$ cat src/common/etx_pkg.sv
/*
 shared constants and types for the link transmit path
 register index is taken from address bits [rfaw+1:2], word accesses only
 packet layout is fixed at 104 bits, msb first on the pins
*/
package etx_pkg;

   // #################### bus
   localparam int addr_width  = 20;  // mi address width
   localparam int data_width  = 32;  // mi data width
   localparam int rfaw        = 4;   // register index width
   localparam int group_width = 4;   // top address bits vs GROUP

   // register indices
   localparam logic [rfaw-1:0] reg_cfg     = 4'd0;
   localparam logic [rfaw-1:0] reg_status  = 4'd1;
   localparam logic [rfaw-1:0] reg_gpio    = 4'd2;
   localparam logic [rfaw-1:0] reg_test    = 4'd3;
   localparam logic [rfaw-1:0] reg_dstaddr = 4'd4;
   localparam logic [rfaw-1:0] reg_data    = 4'd5;
   localparam logic [rfaw-1:0] reg_srcaddr = 4'd6;

   // #################### register fields
   localparam int cfg_width        = 11;
   localparam int cfg_tx_enable    = 0;
   localparam int cfg_mmu_enable   = 1;   // stored only
   localparam int cfg_remap_lsb    = 2;   // 2 bits, active when 1
   localparam int cfg_ctrlmode_lsb = 4;   // 4 bits
   localparam int cfg_ctrlmode_bp  = 8;
   localparam int cfg_pin_mode_lsb = 9;   // 2 bits
   localparam int gpio_width       = 9;   // 8 data pins + frame
   localparam int test_width       = 9;
   localparam int test_loop        = 8;   // continuous test packets
   localparam int status_width     = 16;
   localparam int fcnt_width       = 13;

   // pin modes, code 3 behaves as normal
   localparam logic [1:0] pin_mode_normal  = 2'd0;
   localparam logic [1:0] pin_mode_gpio    = 2'd1;
   localparam logic [1:0] pin_mode_pattern = 2'd2;

   // #################### packet
   localparam int pkt_width = 104;
   localparam int pkt_bytes = pkt_width / 8;   // 13 bytes per frame

   typedef struct packed {
      logic [31:0] srcaddr;
      logic [31:0] data;
      logic [31:0] dstaddr;
      logic        write;
      logic [1:0]  datamode;
      logic [3:0]  ctrlmode;
      logic        spare;
   } etx_packet_t;

   typedef struct packed {
      logic [fcnt_width-1:0] frame_count;   // frames sent, wraps
      logic                  test_dropped;  // pulse
      logic                  wait_seen;     // pulse
      logic                  spare;
   } etx_debug_t;

endpackage

$ cat src/common/mi_if.sv
/*
 simple memory interface, single 32 bit word per access
 read data is registered in the slave, valid one cycle after en
*/
`timescale 1ns/100ps

interface mi_if;

   logic                           en;    // access strobe
   logic                           we;    // 1 write, 0 read
   logic [etx_pkg::addr_width-1:0] addr;  // byte address
   logic [etx_pkg::data_width-1:0] din;   // write data
   logic [etx_pkg::data_width-1:0] dout;  // read data, held until next read

   modport master
   (
      output en, we, addr, din,
      input  dout
   );

   modport slave
   (
      input  en, we, addr, din,
      output dout
   );

endinterface

$ cat src/ecfg/ecfg_tx.sv
/*
 transmit config and status registers on the mi bus
 accesses outside GROUP are ignored, read data then stays as it was
 unlisted indices read zero, mmu enable is stored but drives nothing
*/
`timescale 1ns/100ps

module ecfg_tx
#(
   parameter logic [etx_pkg::group_width-1:0] GROUP = '0
)
(
   input  logic                               sys_clk,
   input  logic                               reset,
   mi_if.slave                                mi,
   input  etx_pkg::etx_debug_t                tx_debug,
   output logic                               tx_enable,
   output logic                               remap_enable,
   output logic                               ctrlmode_bp,
   output logic [3:0]                         ctrlmode,
   output logic [1:0]                         pin_mode,
   output logic [etx_pkg::gpio_width-1:0]     gpio_data,
   output logic                               test_access,
   output etx_pkg::etx_packet_t               test_packet
);

   logic [etx_pkg::group_width-1:0]  group_sel;
   logic [etx_pkg::rfaw-1:0]         reg_idx;
   logic                             cfg_hit;
   logic                             reg_wr;
   logic                             reg_rd;
   logic [etx_pkg::cfg_width-1:0]    cfg_reg;
   logic [etx_pkg::gpio_width-1:0]   gpio_reg;
   logic [etx_pkg::test_width-1:0]   test_reg;
   logic [31:0]                      dstaddr_reg;
   logic [31:0]                      data_reg;
   logic [31:0]                      srcaddr_reg;
   logic [etx_pkg::status_width-1:0] status_reg;
   logic [etx_pkg::data_width-1:0]   rd_mux;

   // #################### decode
   assign group_sel = mi.addr[etx_pkg::addr_width-1 -: etx_pkg::group_width];
   assign reg_idx   = mi.addr[etx_pkg::rfaw+1:2];   // word index
   assign cfg_hit   = group_sel == GROUP;
   assign reg_wr    = mi.en & mi.we & cfg_hit;
   assign reg_rd    = mi.en & ~mi.we & cfg_hit;

   // #################### writable registers
   always_ff @(posedge sys_clk or posedge reset)
   begin
      if (reset)
      begin
         cfg_reg     <= '0;
         gpio_reg    <= '0;
         test_reg    <= '0;
         dstaddr_reg <= '0;
         data_reg    <= '0;
         srcaddr_reg <= '0;
      end
      else if (reg_wr)
      begin
         case (reg_idx)
            etx_pkg::reg_cfg:     cfg_reg     <= mi.din[etx_pkg::cfg_width-1:0];
            etx_pkg::reg_gpio:    gpio_reg    <= mi.din[etx_pkg::gpio_width-1:0];
            etx_pkg::reg_test:    test_reg    <= mi.din[etx_pkg::test_width-1:0];
            etx_pkg::reg_dstaddr: dstaddr_reg <= mi.din;
            etx_pkg::reg_data:    data_reg    <= mi.din;
            etx_pkg::reg_srcaddr: srcaddr_reg <= mi.din;
            default:              ;   // status handled below, rest read-only zero
         endcase
      end
   end

   // config fields out to the datapath
   assign tx_enable    = cfg_reg[etx_pkg::cfg_tx_enable];
   assign remap_enable = cfg_reg[etx_pkg::cfg_remap_lsb +: 2] == 2'b01;
   assign ctrlmode     = cfg_reg[etx_pkg::cfg_ctrlmode_lsb +: 4];
   assign ctrlmode_bp  = cfg_reg[etx_pkg::cfg_ctrlmode_bp];
   assign pin_mode     = cfg_reg[etx_pkg::cfg_pin_mode_lsb +: 2];
   assign gpio_data    = gpio_reg;   // straight to the pins in gpio mode

   // #################### status
   // low bits collect debug pulses, upper bits follow the frame counter
   always_ff @(posedge sys_clk or posedge reset)
   begin
      if (reset)
         status_reg <= '0;
      else if (reg_wr && reg_idx == etx_pkg::reg_status)
         status_reg <= mi.din[etx_pkg::status_width-1:0];   // sw clears sticky bits
      else
      begin
         status_reg[2:0] <= status_reg[2:0] |
                            {tx_debug.test_dropped, tx_debug.wait_seen, tx_debug.spare};
         status_reg[etx_pkg::status_width-1:3] <= tx_debug.frame_count;
      end
   end

   // #################### test packet
   // ctrl byte taken as is from test[7:0]
   assign test_packet = {srcaddr_reg, data_reg, dstaddr_reg, test_reg[7:0]};

   always_ff @(posedge sys_clk or posedge reset)
   begin
      if (reset)
         test_access <= 1'b0;
      else
         test_access <= (reg_wr && reg_idx == etx_pkg::reg_test && mi.din[0]) ||
                        test_reg[etx_pkg::test_loop];   // one pulse or loop level
   end

   // #################### readback
   always_comb
   begin
      rd_mux = '0;
      case (reg_idx)
         etx_pkg::reg_cfg:     rd_mux[etx_pkg::cfg_width-1:0]    = cfg_reg;
         etx_pkg::reg_status:  rd_mux[etx_pkg::status_width-1:0] = status_reg;
         etx_pkg::reg_gpio:    rd_mux[etx_pkg::gpio_width-1:0]   = gpio_reg;
         etx_pkg::reg_test:    rd_mux[etx_pkg::test_width-1:0]   = test_reg;
         etx_pkg::reg_dstaddr: rd_mux = dstaddr_reg;
         etx_pkg::reg_data:    rd_mux = data_reg;
         etx_pkg::reg_srcaddr: rd_mux = srcaddr_reg;
         default:              rd_mux = '0;
      endcase
   end

   always_ff @(posedge sys_clk)
   begin
      if (reg_rd)
         mi.dout <= rd_mux;   // one cycle read latency
   end

endmodule

$ cat src/etx/etx_packet_sel.sv
/*
 one-entry packet holding register, test request beats normal packets
 a test request that finds the entry full is dropped and flagged
 ctrlmode override and dstaddr remap are applied on capture
*/
`timescale 1ns/100ps

module etx_packet_sel
#(
   parameter logic [11:0] CHIP_ID = 12'h808
)
(
   input  logic                  sys_clk,
   input  logic                  reset,
   input  logic                  tx_access,
   input  etx_pkg::etx_packet_t  tx_packet,
   output logic                  tx_ready,
   input  logic                  test_access,
   input  etx_pkg::etx_packet_t  test_packet,
   input  logic                  tx_enable,
   input  logic                  remap_enable,
   input  logic                  ctrlmode_bp,
   input  logic [3:0]            ctrlmode,
   output logic                  sel_valid,
   output etx_pkg::etx_packet_t  sel_packet,
   input  logic                  sel_ready,
   output logic                  test_drop
);

   logic                 slot_free;    // empty now or emptying this cycle
   logic                 take_test;
   logic                 take_norm;
   etx_pkg::etx_packet_t next_packet;

   assign slot_free = ~sel_valid | sel_ready;
   assign tx_ready  = slot_free & ~test_access & tx_enable;
   assign take_test = test_access & slot_free;
   assign take_norm = tx_access & tx_ready;

   // #################### rewrites
   always_comb
   begin
      next_packet = test_access ? test_packet : tx_packet;
      if (ctrlmode_bp)
         next_packet.ctrlmode = ctrlmode;   // config value replaces tag
      if (remap_enable)
         next_packet.dstaddr[31:20] = CHIP_ID;   // local chip base
   end

   // #################### entry state
   always_ff @(posedge sys_clk or posedge reset)
   begin
      if (reset)
      begin
         sel_valid <= 1'b0;
         test_drop <= 1'b0;
      end
      else
      begin
         if (take_test || take_norm)
            sel_valid <= 1'b1;
         else if (sel_ready)
            sel_valid <= 1'b0;   // handed to output stage
         test_drop <= test_access & ~slot_free;   // one cycle per lost request
      end
   end

   // payload, only meaningful while sel_valid
   always_ff @(posedge sys_clk)
   begin
      if (take_test || take_norm)
         sel_packet <= next_packet;
   end

endmodule

$ cat src/etx/etx_out_stage.sv
/*
 drives the 9 link pins: framed bytes, gpio value or 1/0 pattern
 packets only accepted when idle and in normal mode, one idle cycle between frames
 link_wait repeats the current byte, so frame length is not fixed
*/
`timescale 1ns/100ps

module etx_out_stage
(
   input  logic                           sys_clk,
   input  logic                           reset,
   input  logic                           sel_valid,
   input  etx_pkg::etx_packet_t           sel_packet,
   output logic                           sel_ready,
   input  logic [1:0]                     pin_mode,
   input  logic [etx_pkg::gpio_width-1:0] gpio_data,
   input  logic                           test_drop,
   input  logic                           link_wait,
   output logic                           link_frame,
   output logic [7:0]                     link_data,
   output etx_pkg::etx_debug_t            tx_debug
);

   localparam int cnt_width = $clog2(etx_pkg::pkt_bytes);
   localparam logic [cnt_width-1:0] last_idx = cnt_width'(etx_pkg::pkt_bytes - 1);

   logic                          busy;          // frame in progress
   logic [cnt_width-1:0]          byte_cnt;
   logic [etx_pkg::pkt_width-1:0] shift_reg;     // current byte at the top
   logic                          normal_mode;
   logic                          advance;       // byte leaves this cycle
   logic                          pattern_phase;
   logic [etx_pkg::fcnt_width-1:0] frame_count;
   logic                          wait_seen;

   assign normal_mode = pin_mode != etx_pkg::pin_mode_gpio &&
                        pin_mode != etx_pkg::pin_mode_pattern;
   assign sel_ready   = ~busy & normal_mode;
   assign advance     = busy & ~link_wait;

   // #################### serializer
   always_ff @(posedge sys_clk or posedge reset)
   begin
      if (reset)
      begin
         busy        <= 1'b0;
         byte_cnt    <= '0;
         frame_count <= '0;
         wait_seen   <= 1'b0;
      end
      else
      begin
         if (sel_valid && sel_ready)
         begin
            busy     <= 1'b1;
            byte_cnt <= '0;
         end
         else if (advance)
         begin
            if (byte_cnt == last_idx)
            begin
               busy        <= 1'b0;
               frame_count <= frame_count + 1'b1;   // counted as last byte goes
            end
            else
               byte_cnt <= byte_cnt + 1'b1;
         end
         wait_seen <= busy & link_wait;   // stall during a frame
      end
   end

   always_ff @(posedge sys_clk)
   begin
      if (sel_valid && sel_ready)
         shift_reg <= sel_packet;
      else if (advance)
         shift_reg <= shift_reg << 8;   // msb first
   end

   // pattern starts at ones on entry, then toggles
   always_ff @(posedge sys_clk or posedge reset)
   begin
      if (reset)
         pattern_phase <= 1'b1;
      else if (pin_mode == etx_pkg::pin_mode_pattern)
         pattern_phase <= ~pattern_phase;
      else
         pattern_phase <= 1'b1;
   end

   // #################### pin mux
   always_comb
   begin
      case (pin_mode)
         etx_pkg::pin_mode_gpio:    {link_frame, link_data} = gpio_data;   // bit 8 is frame
         etx_pkg::pin_mode_pattern: {link_frame, link_data} = {9{pattern_phase}};
         default:
            {link_frame, link_data} = busy ? {1'b1, shift_reg[etx_pkg::pkt_width-1 -: 8]}
                                           : 9'd0;
      endcase
   end

   assign tx_debug = '{frame_count: frame_count, test_dropped: test_drop,
                       wait_seen: wait_seen, spare: 1'b0};

endmodule

$ cat src/rtl/etx_top.sv
/*
 transmit side of the link: config registers, packet selector, pin driver
 single clock domain, no mmu translation, no ddr pins
*/
`timescale 1ns/100ps

module etx_top
#(
   parameter logic [etx_pkg::group_width-1:0] GROUP   = '0,
   parameter logic [11:0]                     CHIP_ID = 12'h808   // remap base
)
(
   input  logic                           sys_clk,
   input  logic                           reset,
   input  logic                           mi_en,
   input  logic                           mi_we,
   input  logic [etx_pkg::addr_width-1:0] mi_addr,
   input  logic [etx_pkg::data_width-1:0] mi_din,
   output logic [etx_pkg::data_width-1:0] mi_dout,
   input  logic                           tx_access,
   input  logic [etx_pkg::pkt_width-1:0]  tx_packet,
   output logic                           tx_ready,
   input  logic                           link_wait,
   output logic                           link_frame,
   output logic [7:0]                     link_data
);

   logic                           tx_enable;
   logic                           remap_enable;
   logic                           ctrlmode_bp;
   logic [3:0]                     ctrlmode;
   logic [1:0]                     pin_mode;
   logic [etx_pkg::gpio_width-1:0] gpio_data;
   logic                           test_access;
   etx_pkg::etx_packet_t           test_packet;
   etx_pkg::etx_debug_t            tx_debug;
   logic                           sel_valid;
   etx_pkg::etx_packet_t           sel_packet;
   logic                           sel_ready;
   logic                           test_drop;

   // #################### bus
   mi_if mi_i ();

   assign mi_i.en   = mi_en;
   assign mi_i.we   = mi_we;
   assign mi_i.addr = mi_addr;
   assign mi_i.din  = mi_din;
   assign mi_dout   = mi_i.dout;

   ecfg_tx #(.GROUP(GROUP)) ecfg_tx_i
   (
      .sys_clk, .reset, .mi(mi_i.slave), .tx_debug, .tx_enable, .remap_enable,
      .ctrlmode_bp, .ctrlmode, .pin_mode, .gpio_data, .test_access, .test_packet
   );

   // #################### datapath
   etx_packet_sel #(.CHIP_ID(CHIP_ID)) etx_packet_sel_i
   (
      .sys_clk, .reset, .tx_access, .tx_packet(etx_pkg::etx_packet_t'(tx_packet)),
      .tx_ready, .test_access, .test_packet, .tx_enable, .remap_enable, .ctrlmode_bp,
      .ctrlmode, .sel_valid, .sel_packet, .sel_ready, .test_drop
   );

   etx_out_stage etx_out_stage_i
   (
      .sys_clk, .reset, .sel_valid, .sel_packet, .sel_ready, .pin_mode, .gpio_data,
      .test_drop, .link_wait, .link_frame, .link_data, .tx_debug
   );

endmodule

$ cat config.mk
export PLATFORM = sky130hd
export DESIGN_NAME = etx_top
export DESIGN_NICKNAME = d
export VERILOG_FILES = /design/src/common/etx_pkg.sv /design/src/common/mi_if.sv /design/src/ecfg/ecfg_tx.sv /design/src/etx/etx_packet_sel.sv /design/src/etx/etx_out_stage.sv /design/src/rtl/etx_top.sv
export SDC_FILE = /design/constraint.sdc
export NUM_CORES = 1
export LEC_CHECK = 0
export BUFFER_PORTS_ARGS = -buffer_cell sky130_fd_sc_hd__buf_2
export CORE_MARGIN = 8
export CORE_UTILIZATION = 58
export DETAILED_ROUTE_END_ITERATION = 8
export PLACE_DENSITY = 0.79
export SETUP_SLACK_MARGIN = 0.3
export SYNTH_ARGS = -nofsm -noshare
export SYNTH_HDL_FRONTEND = slang
export SYNTH_HIERARCHICAL = 1
export SYNTH_SLANG_ARGS = --single-unit
$ cat constraint.sdc
create_clock -name sys_clk -period 6.8 [get_ports sys_clk]
set_input_delay 1.36 -clock sys_clk [delete_from_list [all_inputs] [get_ports sys_clk]]
set_output_delay 1.36 -clock sys_clk [all_outputs]
set_load 0.01 [all_outputs]
==> flow_summary_export.csv, run 1 <==
group,metric,value,unit
power_and_ir_drop,cellPowerDensity,305,mW/mm^2
place,dp_hpwl,32.1,mm
global_route,grt_antenna_before_repair,6,
place,place_inst,1825,
clock_tree,clock_sinks,404,
global_route,track_usage,25.4,%
global_route,grt_pass1_vias,11500,
critical_path,critical_path_class,"primary input to flip-flop",
synthesis,synthFlopType,"edfxtp_1",
clock_tree,cts_root_buf,"clkbuf_16",
flow_run,drv_cap,0,
die,core,0.0298,mm^2
die,io_pins,204,
critical_path,required,7.21,ns
power_and_ir_drop,cellLeakagePower,8.72,nW
die,num_rows,63,
min_path,hold_path.class,"flip-flop to flip-flop",
power_and_ir_drop,peakVddDrop,0.168,mV
routing,wl_per_cell,24.5,um
global_route,grt_overflow,0,
timing,maxSlewHeadroom,29.9,%
routing,drtIter0Drc,1106,
routing,wl,46.6,mm
run_status,status,"finished, final reports clean",
synthesis,yosys.area.top_type,"edfxtp_1",
synthesis,synth_area_leaders,"edfxtp_1 (41%), dfrtp_1 (23%), mux2_2 (14%)",
die,die_h,190,um
synthesis,yosysUniqueCellTypes,52,
clock_tree,cts_hold_buf,0,
routing,vias,11400,
clock_tree,cts_tree,"built",
finish,areaGrowthSynthToFinish,13.9,%
global_route,grt_max_degree,80,
synthesis,ys_ff_latch,404,
synthesis,synth-seq-area-share,64.3,%
synthesis,synth_xor_area_share,0.647,%
die,start_util,59.0,%
routing,vias_per_cell,5.99,
clock_tree,cts_resized,0,
synthesis,syn-num-nets,1481,
synthesis,synth_top_family_by_area,"multiplexers",
synthesis,synth_area,0.0176,mm^2
synthesis,ys_warn_count,6,
synthesis,synth_edf_count,240,
critical_path,critPathLaunchType,"primary input",
synthesis,yosys.cell_count.top_type,"nand2_1",
die,fp.dieW,190,um
timing,clock_skew,0.0186,ns
clock_tree,cts_setup_buffers,0,
place,port_buffers,191,
finish,final_nets,1645,
timing,hold_viol,0,
clock_tree,cts_buffer_depth,3,
synthesis,synth_common_cells,"nand2_1 (344), edfxtp_1 (240), mux2_2 (220), dfrtp_1 (163), a22oi_1 (38)",
clock_tree,clk_latency,0.54,ns
synthesis,post_synth.cell_area_avg,13.4,um^2
timing,rsz0062_at_grt,"false",
timing,min_period,3.76,ns
critical_path,worstSetupEndpointType,"flip-flop",
clock_tree,h-tree-depth,2,
synthesis,async_flop_share,40.6,%
clock_tree,cts_made_buffers,41,
timing,setup_viol,0,
timing,finalCritPeriodShare,55.3,%
finish,fin_cells,1903,
die,dieArea,0.0362,mm^2
timing,slew_violations,0,
synthesis,synth-simple-area-share,11.0,%
finish,drive_gt1_share,34.6,%
synthesis,synth_cells,1314,
synthesis,synth_compound_area_share,3.86,%
global_route,grt_pass1_wl,69.5,mm
routing,drtAntennaViolNets,0,
timing,fin_setup_tns,0,ns
timing,max_freq,266,MHz
critical_path,worstPathArrival,4.17,ns
synthesis,synth_fa_ha_area_share,0.356,%
synthesis,synthMuxAreaShare,16.5,%
critical_path,crit_fanout,24,
place,gp_congestion,0.910,
synthesis,yosysTopAreaCellShare,41.0,%
routing,drc,0,
clock_tree,clk_pin_slew_worst_paths,0.06,ns
routing,firstDrtPassIters,5,
timing,tightest_slew,1.05,ns
## stage by stage
stage	setup WS [ns]	utilization [%]	power, mW	cell area (um^2)	hold WS [ns]
3_5_place_dp	2.57	62.7	3.92	18700	0.468
2_1_floorplan	0.470	-	3.62	17600	0.442
6_report	3.04	67.3	6.12	20000	0.486
5_1_grt	2.96	67.3	6.34	20000	0.507
4_1_cts	3.12	67.2	6.13	20000	0.484
3_3_place_gp	2.59	62.7	3.89	18700	0.461
## final cells by class
type,count,area [um^2]
well taps,390,488
multi-input cells,812,5760
clock buffers,62,1240
clock inverters,13,101
inverters,11,46.3
diodes,3,7.51
repair buffers,208,1080
fillers,2073,9750
flip-flops and latches,404,11300
## layout by cell type, fill, tap and decap left out, drive strengths merged, types with 6 or more instances in the layout
cell type and count:
buf 208, a2bb2oi 8, xnor2 9, o21ai 18, clkbuf 62, dfrtp 163
mux2 227, nor3b 8, nor2 21, nand3 10, edfxtp 240, mux2i 30
o221ai 8, nor2b 9, inv 11, and3 11, a21oi 13, and2 6
a22oi 38, clkinv 10, nand2 344
## report_power, final
part	internal, mW	switching, mW	total (mW)
clock network	1.30	0.929	2.23
logic	0.251	0.509	0.760
registers	3.00	0.138	3.14
total	4.55	1.58	6.12
## worst max-delay path: stages
cell,delay [ns]
buf_2,0.50
nor4bb_4,0.39
buf_4,0.35
nor3b_4,0.69
buf_4,0.47
mux2_2,0.38
## per-layer routing
metal | vias up | track usage [%] | routed length, um
met3 | 73 | 5.90 | 4640
li1 | 4992 | - | -
met2 | 588 | 39.9 | 22100
met1 | 5735 | 35.1 | 18800
met4 | 4 | 7.31 | 1060
met5 | - | 0 | 29
## final timing paths
kind | from | to | slack, ns | cells past startpoint
setup / recovery | mi_addr[4] | ecfg_tx_i/srcaddr_reg[30]$_DFFE_PP0P_ | 3.04 | 6
hold reg to reg | etx_out_stage_i/frame_count[12]$_DFFE_PP0P_ | etx_out_stage_i/frame_count[12]$_DFFE_PP0P_ | 0.49 | 1
setup reg to reg | ecfg_tx_i/cfg_reg[9]$_DFFE_PP0P_ | etx_out_stage_i/shift_reg[5]$_SDFFCE_PN0P_ | 3.24 | 7
hold / removal | etx_out_stage_i/frame_count[12]$_DFFE_PP0P_ | etx_out_stage_i/frame_count[12]$_DFFE_PP0P_ | 0.49 | 1
min in group asynchronous | reset | etx_packet_sel_i/test_drop$_DFF_PP0_ | 0.74 | 2
max in group asynchronous | reset | ecfg_tx_i/data_reg[30]$_DFFE_PP0P_ | 4.45 | 3
## cells by family after synthesis
family | after synthesis
fa+ha+maj | 5
compound gates | 97
simple gates | 438
flops | 404
xor+xnor | 13
buf+inv | 98
other cells | 1
mux | 258
Note: power is estimated with default switching activity, not from simulation.
==> inputs of run 2 (changes only) <==
--- a/config.mk
+++ b/config.mk
@@ -5,11 +5,12 @@
 export SDC_FILE = /design/constraint.sdc
 export NUM_CORES = 1
 export LEC_CHECK = 0
+export ABC_AREA = 1
 export BUFFER_PORTS_ARGS = -buffer_cell sky130_fd_sc_hd__buf_2
 export CORE_MARGIN = 8
-export CORE_UTILIZATION = 58
+export CORE_UTILIZATION = 59
 export DETAILED_ROUTE_END_ITERATION = 8
-export PLACE_DENSITY = 0.79
+export PLACE_DENSITY = 0.8
 export SETUP_SLACK_MARGIN = 0.3
 export SYNTH_ARGS = -nofsm -noshare
 export SYNTH_HDL_FRONTEND = slang
==> constraint.sdc (replaced) <==
create_clock -name sys_clk -period 3.75 [get_ports sys_clk]
set_input_delay 0.75 -clock sys_clk [delete_from_list [all_inputs] [get_ports sys_clk]]
set_output_delay 0.75 -clock sys_clk [all_outputs]
set_load 0.01 [all_outputs]
==> run 2 against run 1 <==
  * Via count up 30%
  * Combinational power up 89%
  * Flip-flop and latch count unchanged
  * Area after synthesis up 3.9%
  * Worst setup slack worse by 2.5 ns
  * First-iteration DRC count up 66%
  * Clock skew down 0.0015 ns
  * Synthesized cell count up 53%
  * Largest cell class unchanged
  * Highest routed layer unchanged
==> flow_summary_export.csv, run 2 <==
group,metric,value,unit
run_status,status,"finished, final reports clean",
synthesis,ys_warn_count,6,
critical_path,cp.depth,9,
min_path,hold_path.class,"primary input to asynchronous set/reset pin",
synthesis,synth_cells,2013,
finish,final_area,0.0206,mm^2
synthesis,yosys.area.top_type,"edfxtp_1",
global_route,grt_antenna_before_repair,3,
timing,max_freq,312,MHz
clock_tree,cts_setup_buffers,0,
power_and_ir_drop,cellPowerDensity,540,mW/mm^2
clock_tree,cts_made_buffers,42,
critical_path,cp_slowest_cell,"ha_1",
timing,hold_viol,0,
clock_tree,cts_hold_buf,0,
routing,wl,53.3,mm
die,dieArea,0.0369,mm^2
synthesis,synth-seq-area-share,61.9,%
timing,clock_skew,0.0171,ns
critical_path,worstSetupEndpointType,"primary output",
finish,multi_input_area,0.00601,mm^2
global_route,track_usage,28.8,%
finish,layout_commonest_cell,"nand2_1",
finish,seq_area,0.0113,mm^2
timing,tightest_slew,1.07,ns
synthesis,synthFlopType,"edfxtp_1",
finish,final_nets,2316,
finish,final_cell_mix,"nand2_1 (1002), edfxtp_1 (240), buf_2 (191)",
place,port_buffers,191,
clock_tree,clock_sinks,404,
global_route,grt_pass1_vias,14100,
synthesis,ys_ff_latch,404,
critical_path,critPathLaunchType,"flip-flop",
synthesis,async_flop_share,40.6,%
critical_path,reg2reg_depth,9,
clock_tree,cts_resized,0,
die,fp.dieW,192,um
clock_tree,clk_latency,0.54,ns
power_and_ir_drop,cellLeakagePower,10.1,nW
critical_path,worstPathArrival,2.45,ns
timing,fin_setup_tns,0,ns
power_and_ir_drop,peakVddDrop,0.257,mV
synthesis,synth_area,0.0183,mm^2
global_route,grt_pass1_wl,80.6,mm
clock_tree,cts_root_buf,"clkbuf_16",
synthesis,synth_common_cells,"nand2_1 (1004), edfxtp_1 (240), dfrtp_1 (163), o21ai_0 (133), nand3_1 (110)",
finish,drive_gt1_share,14.7,%
flow_run,drv_cap,0,
clock_tree,cts_buffer_depth,3,
place,gp_congestion,0.929,
finish,areaGrowthSynthToFinish,13.0,%
timing,slew_violations,0,
place,dp_hpwl,37.3,mm
routing,vias,14800,
synthesis,yosysUniqueCellTypes,37,
routing,wl_per_cell,20.7,um
clock_tree,h-tree-depth,2,
critical_path,crit_fanout,17,
global_route,grt_overflow,0,
synthesis,synth_area_leaders,"edfxtp_1 (39%), dfrtp_1 (22%), nand2_1 (21%)",
critical_path,crit_buf_inv,4,
routing,drc,0,
clock_tree,cts_tree,"built",
global_route,grt_max_degree,105,
synthesis,yosys.cell_count.top_type,"nand2_1",
routing,vias_per_cell,5.72,
routing,drtAntennaViolNets,0,
routing,firstDrtPassIters,6,
finish,finish.utilization,67.5,%
timing,finalCritPeriodShare,85.5,%
routing,drtIter0Drc,1836,
synthesis,syn-num-nets,2180,
synthesis,post_synth.cell_area_avg,9.08,um^2
die,start_util,59.8,%
synthesis,yosysTopAreaCellShare,39.4,%
die,io_pins,204,
clock_tree,clk_pin_slew_worst_paths,0.06,ns
die,core,0.0306,mm^2
timing,setup_viol,0,
critical_path,crit_family,"adder cells",
finish,fill_cells,2373,
die,die_h,192,um
place,place_area,0.0193,mm^2
timing,min_period,3.20,ns
critical_path,crit_path_cell_trace,"inv_1 > ha_1 > inv_2 > nor2_4 > inv_1 > nand2_1 > nand2_1 > nor2_1 > buf_2",
critical_path,required,3.00,ns
critical_path,max_stage_delay,0.62,ns
timing,rsz0062_at_grt,"false",
synthesis,synth_edf_count,240,
die,num_rows,64,
critical_path,critical_path_class,"flip-flop to primary output",
timing,maxSlewHeadroom,28.4,%
[run 2: cell types whose count changed after synthesis, moves of 13 or more]
cell	change
a22oi_1	-38
buf_2	+15
clkbuf_1	+13
inv_1	+48
mux2_2	-220
mux2i_1	-30
nand2_1	+660
nand3_1	+100
nor2_1	+61
o21ai_0	+119
o21ai_1	+15
[run 2: per-layer routing]
layer / vias to the layer above / GRT usage, % / part of all wire [%]
met5: - / 0 / 0.047
li1: 6757 / - / -
met3: 135 / 6.66 / 13
met2: 884 / 43.5 / 45
met1: 6984 / 39.9 / 38
met4: 4 / 11.9 / 4.2
[run 2: worst paths after layout]
check	end	start	slack [ns]
setup / recovery	tx_ready	ecfg_tx_i/cfg_reg[9]$_DFFE_PP0P_	0.55
hold / removal	etx_packet_sel_i/test_drop$_DFF_PP0_	reset	0.10
setup reg to reg	etx_packet_sel_i/sel_packet[63]$_DFFE_PP_	ecfg_tx_i/cfg_reg[9]$_DFFE_PP0P_	0.78
hold reg to reg	etx_out_stage_i/shift_reg[46]$_DFFE_PP_	etx_packet_sel_i/sel_packet[46]$_DFFE_PP_	0.51
max in group asynchronous	etx_out_stage_i/frame_count[6]$_DFFE_PP0P_	reset	2.74
min in group sys_clk	ecfg_tx_i/dstaddr_reg[21]$_DFFE_PP0P_	mi_din[21]	0.44
[run 2: layout make-up]
class	count	area share, %
flip-flops and latches	404	54.8
multi-input cells	1418	29.1
repair buffers	216	5.96
clock buffers	60	5.61
well taps	396	2.40
inverters	67	1.24
clock inverters	18	0.848
diodes	1	0.0121
[run 2: power breakdown]
part / total (mW) / leakage (nW) / switching (mW) / internal [mW]
logic: 1.44 / 4.93 / 0.984 / 0.457
clock network: 4.03 / 0.652 / 1.66 / 2.36
registers: 5.68 / 4.48 / 0.249 / 5.43
[run 2: metrics by stage]
stage               hold WS, ns  cells  setup slack, ns  power [mW]
finish                    0.104   2580            0.545        11.2
global route              0.105   2579            0.435        11.6
CTS                      0.0911   2579            0.582        11.2
detailed placement        0.496   2501            0.830        7.19
global placement          0.477   2501            0.908        7.11
floorplan                 0.449   2013            0.611        6.58
[run 2: cells by family after synthesis]
group	count (synthesis)	share of synthesized area, %
adder cells (fa/ha/maj)	5	0.342
other	1	0.0205
XOR/XNOR	8	0.383
buffers and inverters	191	5.43
AO/OA/AOI/OAI	175	5.02
AND/OR/NAND/NOR	1229	26.9
flip-flops	404	61.9
